--- src/logic/rv64_pkg.sv ---
// shared widths and control encodings for the rv64 execute unit, imported by each rtl block
package rv64_pkg;

  localparam int XLEN   = 64;
  localparam int ILEN   = 32;
  localparam int REG_AW = 5;

  // load sizes in bits
  localparam int BYTE_W = 8;
  localparam int HALF_W = 16;
  localparam int WORD_W = 32;

  localparam logic [ILEN-1:0] INSTR_EBREAK = 32'h0010_0073;

  typedef enum logic [4:0] {
    alu_add      = 5'b00000,
    alu_sub      = 5'b00001,
    alu_slt      = 5'b00010,
    alu_sltu     = 5'b00011,
    alu_xor      = 5'b00100,
    alu_and      = 5'b00101,
    alu_or       = 5'b00110,
    alu_sll      = 5'b00111,
    alu_srl      = 5'b01000,
    alu_sra      = 5'b01001,
    alu_mul      = 5'b01010,
    alu_div      = 5'b01011,
    alu_divu     = 5'b01100,
    alu_rem      = 5'b01101,
    alu_remu     = 5'b01110,
    alu_copy_imm = 5'b01111,
    alu_mulh     = 5'b11001,
    alu_mulhsu   = 5'b11010,
    alu_mulhu    = 5'b11011
  } alu_op_e;

  typedef enum logic [6:0] {
    opc_op        = 7'b0110011,
    opc_op_imm    = 7'b0010011,
    opc_op_32     = 7'b0111011,
    opc_op_imm_32 = 7'b0011011,
    opc_lui       = 7'b0110111,
    opc_auipc     = 7'b0010111,
    opc_jal       = 7'b1101111,
    opc_jalr      = 7'b1100111,
    opc_branch    = 7'b1100011,
    opc_load      = 7'b0000011,
    opc_system    = 7'b1110011
  } opcode_e;

  // nine next-pc kinds, so one bit wider than the funct3 field
  typedef enum logic [3:0] {
    brn_none, brn_jal, brn_jalr,
    brn_beq, brn_bne, brn_blt, brn_bge, brn_bltu, brn_bgeu
  } branch_e;

  typedef enum logic [1:0] {src_b_rs2, src_b_imm, src_b_four} src_b_e;

  typedef enum logic [2:0] {
    ld_lb = 3'b000, ld_lbu = 3'b001, ld_lh = 3'b010, ld_lhu = 3'b011,
    ld_lw = 3'b100, ld_lwu = 3'b101, ld_ld = 3'b110
  } load_op_e;

endpackage

--- src/logic/rv64_result.sv ---
// writeback stage, extends load data, picks the result and holds it under back-pressure
`timescale 1ns/100ps

module rv64_result import rv64_pkg::*; (
  input  logic              i_clk,
  input  logic              i_rst_n,
  input  logic              i_in_valid,
  output logic              o_in_ready,
  input  logic [XLEN-1:0]   i_alu_result,
  input  logic [XLEN-1:0]   i_next_pc,
  input  logic [XLEN-1:0]   i_rdata,
  input  load_op_e          i_load_op,
  input  logic              i_mem_to_reg,
  input  logic [REG_AW-1:0] i_rd_addr,
  input  logic              i_rd_we,
  input  logic              i_illegal,
  input  logic              i_halt,
  input  logic              i_out_ready,
  output logic              o_out_valid,
  output logic [XLEN-1:0]   o_rd_data,
  output logic [REG_AW-1:0] o_rd_addr,
  output logic              o_rd_we,
  output logic [XLEN-1:0]   o_next_pc,
  output logic              o_illegal,
  output logic              o_halt
);

  logic [XLEN-1:0] load_val, wb_val;
  logic            accept;

  always_comb begin
    case (i_load_op)
      ld_lb:   load_val = {{(XLEN-BYTE_W){i_rdata[BYTE_W-1]}}, i_rdata[BYTE_W-1:0]};
      ld_lbu:  load_val = {{(XLEN-BYTE_W){1'b0}}, i_rdata[BYTE_W-1:0]};
      ld_lh:   load_val = {{(XLEN-HALF_W){i_rdata[HALF_W-1]}}, i_rdata[HALF_W-1:0]};
      ld_lhu:  load_val = {{(XLEN-HALF_W){1'b0}}, i_rdata[HALF_W-1:0]};
      ld_lw:   load_val = {{(XLEN-WORD_W){i_rdata[WORD_W-1]}}, i_rdata[WORD_W-1:0]};
      ld_lwu:  load_val = {{(XLEN-WORD_W){1'b0}}, i_rdata[WORD_W-1:0]};
      default: load_val = i_rdata;
    endcase
  end

  assign wb_val = i_mem_to_reg ? load_val : i_alu_result;

  // single slot, refills in the same cycle it drains
  assign o_in_ready = !o_out_valid || i_out_ready;
  assign accept     = i_in_valid && o_in_ready;

  always_ff @(posedge i_clk) begin
    if (!i_rst_n) begin
      o_out_valid <= 1'b0;
    end else if (o_in_ready) begin
      o_out_valid <= i_in_valid;
    end
  end

  always_ff @(posedge i_clk) begin
    if (accept) begin
      o_rd_data <= wb_val;
      o_rd_addr <= i_rd_addr;
      o_rd_we   <= i_rd_we;
      o_next_pc <= i_next_pc;
      o_illegal <= i_illegal;
      o_halt    <= i_halt;
    end
  end

endmodule

--- config.mk ---
export PLATFORM = sky130hd
export DESIGN_NAME = rv64_result
export DESIGN_NICKNAME = d
export VERILOG_FILES = /design/src/logic/rv64_pkg.sv /design/src/logic/rv64_result.sv
export SDC_FILE = /design/constraint.sdc
export NUM_CORES = 1
export LEC_CHECK = 0
export ABC_AREA = 1
export CELL_PAD_IN_SITES_DETAIL_PLACEMENT = 1
export CELL_PAD_IN_SITES_GLOBAL_PLACEMENT = 1
export CORE_AREA = 2 2 134 136
export CTS_CLUSTER_DIAMETER = 80
export DETAILED_ROUTE_END_ITERATION = 16
export DIE_AREA = 0 0 136 138
export DONT_BUFFER_PORTS = 1
export HOLD_SLACK_MARGIN = 0.02
export PLACE_DENSITY = 0.66
export SYNTH_ARGS = -nofsm -noshare
export SYNTH_HDL_FRONTEND = slang
export SYNTH_SLANG_ARGS = --single-unit
--- constraint.sdc ---
create_clock -name i_clk -period 8.2 [get_ports i_clk]
set_input_delay 1.23 -clock i_clk [delete_from_list [all_inputs] [get_ports i_clk]]
set_output_delay 1.23 -clock i_clk [all_outputs]
set_load 0.1 [all_outputs]
==> impl_metrics.ini <==
[outcome]
status = finished, final reports clean

[routing]
ant_nets = 0
drt_iter0_drc = 229
dr.pass1.iters = 4
route.vias.total = 3447
viasPerCell = 4.99
drc_errors = 0
wl_per_cell_um = 22.5
postRouteWirelength_mm = 15.5

[floorplanning]
row_count = 49
core_mm2 = 0.0175
die_y_um = 138
die_w_um = 136
pin_count = 346
start_util = 0.321
die_area_mm2 = 0.0188

[finish]
layout_commonest_cell = edfxtp_1
area_growth_pct = 12.7
final_cells = 691
nNetsFinal = 657
final_cell_mix = edfxtp_1, nor2_1, nand2_1
layout-drive-gt1-share = 0.102
n_antenna_cell = 0

[clock_tree]
cts_root_buf = clkbuf_16
cts.hold.buffers_added = 0
post_cts.repair.setup_buffers = 0
htreeDepth = 4
cts_buffers = 17
path_clk_slew_ps = 60
cts_num_sinks = 137
clkLatencyLatePin_ps = 410
clk_path_buf_depth = 2
cts_resized = 0
cts_tree = done

[critical_path]
cp-start-kind = register
reg2reg_depth = 2
end_kind = output pin
crit_arrival_ps = 2320
critPathMaxStageDelay_ps = 1030
crit_cells = 1
worstPathRequired_ps = 6970
crit_fanout = 3
cpMaxStageDelayCell = dfxtp_1
critPathTopFamily = flip-flops
cp_cell_sequence = nand2_1
crit_type = reg2out
critical_path_buf_inv_count = 0

[synthesis]
ys_warn_count = 0
synth_top_family_by_area = simple AND/OR/NAND/NOR gates
synth_edf_count = 136
synth_nets = 665
synth-seq-cells = 137
ys_types = 24
synthFlopType = edfxtp_1
synth-adder-area-share = 0
muxShareOfSynthArea = 0.0140
yosysSeqAreaShare = 0.729
synthXorXnorAreaFrac = 0
netlist_instances = 457
synth_compound_area_frac = 0.0398
synth-simple-area-share = 0.170
synth-async-reset-ratio = 0
avgSynthCellArea_um2 = 12.3
netlist_area_mm2 = 0.00563

[sta]
max_slew.worst_pin.slew_ps = 1070
max_freq_ghz = 0.282
final-hold-violation-count = 0
grt_setup_unrepaired = no
drv_slew = 0
finalCriticalPeriod_ps = 3550
setup_viol = 0
finClkSkew_ps = 5.00
timing.final.crit_share = 0.433
worst_slack_ps = 4650
tns_ps = 0
slew_headroom = 0.286

[placed_design]
dp_slack_ps = 5000
dp.cells = 659
place_hpwl_mm = 10.9
gp_congestion = 0.753
port_buffers = 0

[power]
p_leak_uw = 0.00236
ir_drop_mv = 0.128
cellPowerDensity_mw_per_mm2 = 320

[global_route]
overflow = 0
grtUsageTotal = 0.162
grt_max_degree = 122
grt_antenna_before_repair = 0
grt_pass1_vias = 3515
grt_pass1_wl_mm = 22.3

[flow_run]
drv_cap = 0

[hold_path]
holdPathStages = 0
min_path_type = in2reg
-- metrics by stage --
step	utilization	hold slack (ps)	cell area [um^2]	power, uW
after floorplan	-	1330	5630	1270
after global placement	0.328	1330	5750	1270
after detailed placement	0.328	1330	5750	1280
after CTS	0.362	883	6340	2050
after global routing	0.362	873	6340	2090
final	0.362	905	6340	2030
-- logic make-up after synthesis --
logic type	count (synthesis)
compound gates	34
buf+inv	49
flops	137
mux	7
simple gates	230
-- routing by layer --
metal / global-route usage / vias to the layer above / routed length (um)
li1: - / 1544 / -
met1: 0.171 / 1670 / 5740
met2: 0.288 / 209 / 8290
met3: 0.0627 / 24 / 1200
met4: 0.0614 / 0 / 306
met5: 0 / - / 0
-- report_power, final --
group          switching, uW  internal [uW]  leakage [uW]
Clock                    315            456      0.000286
Combinational           51.9           27.2      0.000745
Sequential               346            834       0.00132
Total                    713           1320       0.00236
-- flip-flops by register name, indices dropped and copies added (netlist names) --
register and flops:
o_rd_data 64, o_next_pc 64, o_rd_we 1, o_halt 1, o_out_valid 1, o_illegal 1, o_rd_addr 5
-- Yosys cell counts, types with 2 or more instances --
master	instances	share of area
nand2_1	68	0.045
o21ai_0	8	0.0071
buf_6	4	0.0080
edfxtp_1	136	0.73
mux2_2	7	0.014
clkbuf_1	6	0.0040
a31oi_1	8	0.0089
nand3_1	32	0.028
inv_1	19	0.013
o21bai_1	14	0.019
a21oi_1	2	0.0018
nor2_1	125	0.083
buf_4	3	0.0040
nand2_4	2	0.0040
buf_2	13	0.012
buf_8	2	0.0053
-- area by class of cell --
cell class | instances | area, um^2
multi-input combinational | 271 | 1270
timing repair buffer | 2 | 15.0
tap | 229 | 287
inverter | 20 | 75.1
clock inverter | 14 | 161
clock buffer | 18 | 429
sequential | 137 | 4100
fill | 1928 | 11200
-- worst paths after layout --
kind,from,endpoint,slack [ps]
max reg2reg,o_out_valid,o_out_valid,5800
max,o_out_valid,o_in_ready,4650
min reg2reg,o_out_valid,o_rd_data[38],1780
min,i_next_pc[42],o_next_pc[42],910
No activity file was read; power rests on OpenSTA's default activity.
