### src/logic/rv64_pkg.sv
// shared widths and control encodings for the rv64 execute unit, imported by each rtl block
package rv64_pkg;

  localparam int XLEN   = 64;
  localparam int ILEN   = 32;
  localparam int REG_AW = 5;

  // load sizes in bits
  localparam int BYTE_W = 8;
  localparam int HALF_W = 16;
  localparam int WORD_W = 32;

  localparam logic [ILEN-1:0] INSTR_EBREAK = 32'h0010_0073;

  typedef enum logic [4:0] {
    alu_add      = 5'b00000,
    alu_sub      = 5'b00001,
    alu_slt      = 5'b00010,
    alu_sltu     = 5'b00011,
    alu_xor      = 5'b00100,
    alu_and      = 5'b00101,
    alu_or       = 5'b00110,
    alu_sll      = 5'b00111,
    alu_srl      = 5'b01000,
    alu_sra      = 5'b01001,
    alu_mul      = 5'b01010,
    alu_div      = 5'b01011,
    alu_divu     = 5'b01100,
    alu_rem      = 5'b01101,
    alu_remu     = 5'b01110,
    alu_copy_imm = 5'b01111,
    alu_mulh     = 5'b11001,
    alu_mulhsu   = 5'b11010,
    alu_mulhu    = 5'b11011
  } alu_op_e;

  typedef enum logic [6:0] {
    opc_op        = 7'b0110011,
    opc_op_imm    = 7'b0010011,
    opc_op_32     = 7'b0111011,
    opc_op_imm_32 = 7'b0011011,
    opc_lui       = 7'b0110111,
    opc_auipc     = 7'b0010111,
    opc_jal       = 7'b1101111,
    opc_jalr      = 7'b1100111,
    opc_branch    = 7'b1100011,
    opc_load      = 7'b0000011,
    opc_system    = 7'b1110011
  } opcode_e;

  // nine next-pc kinds, so one bit wider than the funct3 field
  typedef enum logic [3:0] {
    brn_none, brn_jal, brn_jalr,
    brn_beq, brn_bne, brn_blt, brn_bge, brn_bltu, brn_bgeu
  } branch_e;

  typedef enum logic [1:0] {src_b_rs2, src_b_imm, src_b_four} src_b_e;

  typedef enum logic [2:0] {
    ld_lb = 3'b000, ld_lbu = 3'b001, ld_lh = 3'b010, ld_lhu = 3'b011,
    ld_lw = 3'b100, ld_lwu = 3'b101, ld_ld = 3'b110
  } load_op_e;

endpackage

### src/logic/rv64_decode.sv
// instruction decoder, maps one rv64im word to execute, load and writeback controls
`timescale 1ns/100ps

module rv64_decode import rv64_pkg::*; (
  input  logic [ILEN-1:0]   i_instr,
  output alu_op_e           o_alu_op,
  output logic              o_src_a_pc,
  output src_b_e            o_src_b_sel,
  output logic              o_word,
  output branch_e           o_branch,
  output logic [XLEN-1:0]   o_imm,
  output load_op_e          o_load_op,
  output logic              o_mem_to_reg,
  output logic [REG_AW-1:0] o_rd_addr,
  output logic              o_rd_we,
  output logic              o_illegal,
  output logic              o_halt
);

  logic [6:0]      opcode;
  logic [2:0]      funct3;
  logic [6:0]      funct7;
  logic [XLEN-1:0] imm_i, imm_b, imm_u, imm_j;
  alu_op_e         r_op;
  logic            r_ok, word_ok;
  logic            imm_word, sh_zero, sh_arith;
  logic            writes_rd;

  assign opcode = i_instr[6:0];
  assign funct3 = i_instr[14:12];
  assign funct7 = i_instr[31:25];

  assign imm_i = {{(XLEN-12){i_instr[31]}}, i_instr[31:20]};
  assign imm_b = {{(XLEN-13){i_instr[31]}}, i_instr[31], i_instr[7], i_instr[30:25],
                  i_instr[11:8], 1'b0};
  assign imm_u = {{(XLEN-32){i_instr[31]}}, i_instr[31:12], 12'b0};
  assign imm_j = {{(XLEN-21){i_instr[31]}}, i_instr[31], i_instr[19:12], i_instr[20],
                  i_instr[30:21], 1'b0};

  // register forms, shared by op and op_32
  always_comb begin
    r_op = alu_add;
    r_ok = 1'b1;
    case (funct7)
      7'b0000000: begin
        case (funct3)
          3'b000:  r_op = alu_add;
          3'b001:  r_op = alu_sll;
          3'b010:  r_op = alu_slt;
          3'b011:  r_op = alu_sltu;
          3'b100:  r_op = alu_xor;
          3'b101:  r_op = alu_srl;
          3'b110:  r_op = alu_or;
          default: r_op = alu_and;
        endcase
      end
      7'b0100000: begin
        r_op = (funct3 == 3'b101) ? alu_sra : alu_sub;
        r_ok = (funct3 == 3'b000) || (funct3 == 3'b101);
      end
      7'b0000001: begin
        case (funct3)
          3'b000:  r_op = alu_mul;
          3'b001:  r_op = alu_mulh;
          3'b010:  r_op = alu_mulhsu;
          3'b011:  r_op = alu_mulhu;
          3'b100:  r_op = alu_div;
          3'b101:  r_op = alu_divu;
          3'b110:  r_op = alu_rem;
          default: r_op = alu_remu;
        endcase
      end
      default: r_ok = 1'b0;
    endcase
  end

  // op_32 only has add, sub, shifts and the word m-ops
  assign word_ok = (funct7 == 7'b0000001) ? (funct3 == 3'b000 || funct3[2])
                 : (funct3 == 3'b000 || funct3 == 3'b001 || funct3 == 3'b101);

  // rv64 immediate shifts take shamt[5] from bit 25, word shifts do not
  assign imm_word = opcode == opc_op_imm_32;
  assign sh_zero  = imm_word ? funct7 == 7'b0 : i_instr[31:26] == 6'b0;
  assign sh_arith = imm_word ? funct7 == 7'b0100000 : i_instr[31:26] == 6'b010000;

  always_comb begin
    o_alu_op     = alu_add;
    o_src_a_pc   = 1'b0;
    o_src_b_sel  = src_b_rs2;
    o_word       = 1'b0;
    o_branch     = brn_none;
    o_imm        = imm_i;
    o_load_op    = ld_ld;
    o_mem_to_reg = 1'b0;
    writes_rd    = 1'b0;
    o_illegal    = 1'b0;
    o_halt       = 1'b0;
    case (opcode)
      opc_op, opc_op_32: begin
        o_alu_op  = r_op;
        o_word    = opcode == opc_op_32;
        writes_rd = 1'b1;
        o_illegal = !r_ok || (o_word && !word_ok);
      end
      opc_op_imm, opc_op_imm_32: begin
        o_src_b_sel = src_b_imm;
        o_word      = imm_word;
        writes_rd   = 1'b1;
        case (funct3)
          3'b000:  o_alu_op = alu_add;
          3'b001:  o_alu_op = alu_sll;
          3'b010:  o_alu_op = alu_slt;
          3'b011:  o_alu_op = alu_sltu;
          3'b100:  o_alu_op = alu_xor;
          3'b101:  o_alu_op = sh_arith ? alu_sra : alu_srl;
          3'b110:  o_alu_op = alu_or;
          default: o_alu_op = alu_and;
        endcase
        o_illegal = (funct3 == 3'b001 && !sh_zero) ||
                    (funct3 == 3'b101 && !sh_zero && !sh_arith) ||
                    (imm_word && funct3 != 3'b000 && funct3 != 3'b001 && funct3 != 3'b101);
      end
      opc_lui: begin
        o_alu_op  = alu_copy_imm;
        o_imm     = imm_u;
        writes_rd = 1'b1;
      end
      opc_auipc: begin
        o_src_a_pc  = 1'b1;
        o_src_b_sel = src_b_imm;
        o_imm       = imm_u;
        writes_rd   = 1'b1;
      end
      opc_jal, opc_jalr: begin
        // link value pc+4 comes out of the alu
        o_src_a_pc  = 1'b1;
        o_src_b_sel = src_b_four;
        o_branch    = (opcode == opc_jal) ? brn_jal : brn_jalr;
        o_imm       = (opcode == opc_jal) ? imm_j : imm_i;
        writes_rd   = 1'b1;
        o_illegal   = (opcode == opc_jalr) && (funct3 != 3'b000);
      end
      opc_branch: begin
        o_alu_op = alu_sub;
        o_imm    = imm_b;
        case (funct3)
          3'b000:  o_branch = brn_beq;
          3'b001:  o_branch = brn_bne;
          3'b100:  o_branch = brn_blt;
          3'b101:  o_branch = brn_bge;
          3'b110:  o_branch = brn_bltu;
          3'b111:  o_branch = brn_bgeu;
          default: o_illegal = 1'b1;
        endcase
      end
      opc_load: begin
        o_src_b_sel  = src_b_imm;
        o_mem_to_reg = 1'b1;
        writes_rd    = 1'b1;
        case (funct3)
          3'b000:  o_load_op = ld_lb;
          3'b001:  o_load_op = ld_lh;
          3'b010:  o_load_op = ld_lw;
          3'b011:  o_load_op = ld_ld;
          3'b100:  o_load_op = ld_lbu;
          3'b101:  o_load_op = ld_lhu;
          3'b110:  o_load_op = ld_lwu;
          default: o_illegal = 1'b1;
        endcase
      end
      opc_system: begin
        o_halt    = i_instr == INSTR_EBREAK;
        o_illegal = i_instr != INSTR_EBREAK;
      end
      default: o_illegal = 1'b1;
    endcase
  end

  assign o_rd_addr = i_instr[11:7];
  assign o_rd_we   = writes_rd && !o_illegal && (o_rd_addr != '0);

endmodule

### config.mk
export PLATFORM = sky130hd
export DESIGN_NAME = rv64_decode
export DESIGN_NICKNAME = d
export VERILOG_FILES = /design/src/logic/rv64_pkg.sv /design/src/logic/rv64_decode.sv
export SDC_FILE = /design/constraint.sdc
export NUM_CORES = 1
export LEC_CHECK = 0
export BUFFER_PORTS_ARGS = -buffer_cell sky130_fd_sc_hd__buf_2
export CELL_PAD_IN_SITES_DETAIL_PLACEMENT = 1
export CELL_PAD_IN_SITES_GLOBAL_PLACEMENT = 2
export CORE_UTILIZATION = 19
export DETAILED_ROUTE_END_ITERATION = 10
export PLACE_DENSITY = 0.93
export RECOVER_POWER = 25
export SLEW_MARGIN = 20
export SYNTH_ARGS = -nofsm -noshare
export SYNTH_HDL_FRONTEND = slang
export SYNTH_SLANG_ARGS = --single-unit
export TNS_END_PERCENT = 20
### constraint.sdc
create_clock -name vclk -period 4.6
set_clock_uncertainty 0.2 [all_clocks]
set_input_delay 0.23 -clock vclk [all_inputs]
set_output_delay 0.23 -clock vclk [all_outputs]
set_load 0.1 [all_outputs]
==> impl_metrics.ini <==
[run_status]
status = completed

[synth]
synth_fa_ha_area_frac = 0.0260
yosysTopAreaCellShare = 0.212
yosysSeqAreaShare = 0
yosys-top-cells-area = buf_4, a21o_1, nand2_1
syn_nets = 240
synth-compound-area-share = 0.359
synth_warnings = 0
synth.distinct_cells = 51
syn_area_per_cell_um2 = 6.54
synthXorXnorAreaFrac = 0.0130
synth_mux_area_frac = 0
netlist.top_cell.by_area = buf_4
synthesis.area_um2 = 1350
synth_top_family_by_area = compound AO/OA/AOI/OAI gates
synth.most_common_cell = buf_4
synth_cells = 206
synthSimpleGateAreaFrac = 0.324
synth_commonest_cells = buf_4, a21o_1, nand2_1

[placement]
hpwl_um = 4780
dp_slack_ns = 1.97
dp.cells = 372
gp_congestion = 0.849
portBuffers = 121

[layout]
n_clock_buffer = 0
final_cells = 372
numSequentialCells = 0
n_fill_cell = 941
fin_nets = 312
layout-drive-gt1-share = 0.388
n_antenna_cell = 0
finish.utilization = 0.251
regArea_um2 = 0
area_growth_pct = 27.3
multi_input_area_um2 = 980

[route]
via_count = 1746
ant_nets = 0
drt_pass1_iterations = 4
drt-initial-drc-count = 40
viasPerCell = 4.69
routed_wl_um = 5880
routedWlPerCell_um = 15.8
drc = 0

[critical_path]
cp-end-kind = output port
required_ns = 4.17
cp-start-kind = primary input
timing_worst_setup_path_type = in -> out
cp_max_fo = 9
cp.arrival_ns = 2.25

[sta]
min_period_over_period = 0.582
max-slew-margin-rel = 0.190
slew_violations = 0
setup_viol = 0
timing.final.ws_setup_ns = 1.92
hold_ws_ns = 0.734
setup_tns_ns = 0
rsz0062_at_grt = no
worstMarginPinSlew_ns = 1.22
period_needed_ns = 2.68
finalHoldViolations = 0
max_freq_ghz = 0.374

[flow_run]
drv_cap = 0

[floorplanning]
start_util = 0.197
io_pins = 121
core_um2 = 6830
die-area_um2 = 7430
die_h_um = 86.2
core.rowCount = 30
fp.dieW_um = 86.2

[worst_hold_path]
hold_path_class = in -> out

[grt]
grt_pass1_vias = 1681
grt_pass1_wl_um = 8980
antenna_found_initial = 0
grt-ovfl-total = 0
grt_max_degree = 41
grt_use_total = 0.147

[clocking]
postCtsHoldBufs = 0
cts_post_setup_buffers_inserted = 0
ctsResizeCount = 0

[pwr]
p_seq_frac = 0
clockPowerShare = 0
power_switching_mw = 0.334
leakage_nw = 0.905
powerDensity_nw_per_um2 = 226
p_sw_frac = 0.861
peakVddDrop_v = 0.0000838
p_int_mw = 0.0537
p_comb_frac = 1.000
==> per-layer routing <==
metal  track usage  wire length (um)  vias up
li1              -                 -      857
met5             0                 0        -
met1         0.202              2680      834
met3       0.00667               243        0
met4       0.00606                 0        0
met2         0.267              2950       55
==> critical path, stage by stage <==
cell and delay [ns]:
buf_2 0.09, nand2_1 0.21, nor3_1 0.71, and3_1 0.32
o2111ai_1 0.13, nand2_1 0.12, buf_2 0.43
==> worst paths after layout <==
| check | startpoint | endpoint | slack (ns) | cells past startpoint |
|---|---|---|---|---|
| min | i_instr[6] | o_src_b_sel[0] | 0.73 | 3 |
| max | i_instr[0] | o_alu_op[2] | 1.92 | 7 |
==> cell usage in the layout (no fill, tap or decap), types with 2 or more instances in the layout <==
master / count
a21o_1: 22
nor3_1: 5
nand2b_1: 5
a32oi_1: 2
and3_1: 4
and2_1: 2
clkbuf_1: 22
nand3_1: 4
nand4_1: 2
o2111a_1: 2
nor3_2: 2
a31oi_1: 2
nor2_1: 12
ha_1: 2
buf_2: 99
nor4_1: 3
o211ai_1: 2
o31ai_1: 2
a21oi_1: 5
nor2b_1: 6
nand3b_1: 3
nor4_2: 3
inv_1: 8
o2111ai_1: 2
a311oi_1: 2
and4_1: 2
o21ai_0: 10
a22o_1: 4
nand2_1: 16
==> kinds of logic (layout without fill, tap and decap cells) <==
family,count (synthesis),in the layout
fa+ha+maj,3,3
buf+inv,60,130
xor+xnor,2,2
compound gates,65,65
simple gates,76,76
==> power by group through the flow <==
| stage | Clock, mW | Sequential, mW | Combinational [mW] |
|---|---|---|---|
| floorplan | 0 | 0 | 0.345 |
| global placement | 0 | 0 | 0.389 |
| detailed placement | 0 | 0 | 0.391 |
| CTS | 0 | 0 | 0.391 |
| global route | 0 | 0 | 0.402 |
| finish | 0 | 0 | 0.388 |
==> per-stage QoR <==
stage	total power, mW	cell area, um2
after detailed placement	0.391	1740
after global placement	0.389	1740
final	0.388	1720
after floorplan	0.345	1350
after global routing	0.402	1720
after CTS	0.391	1740
==> final cells by class <==
type,instances,area share
Multi-Input combinational cell,146,0.571
Tap cell,96,0.0700
Inverter,8,0.0175
Timing Repair Buffer,122,0.341
Power figures use the tool's default switching activity.
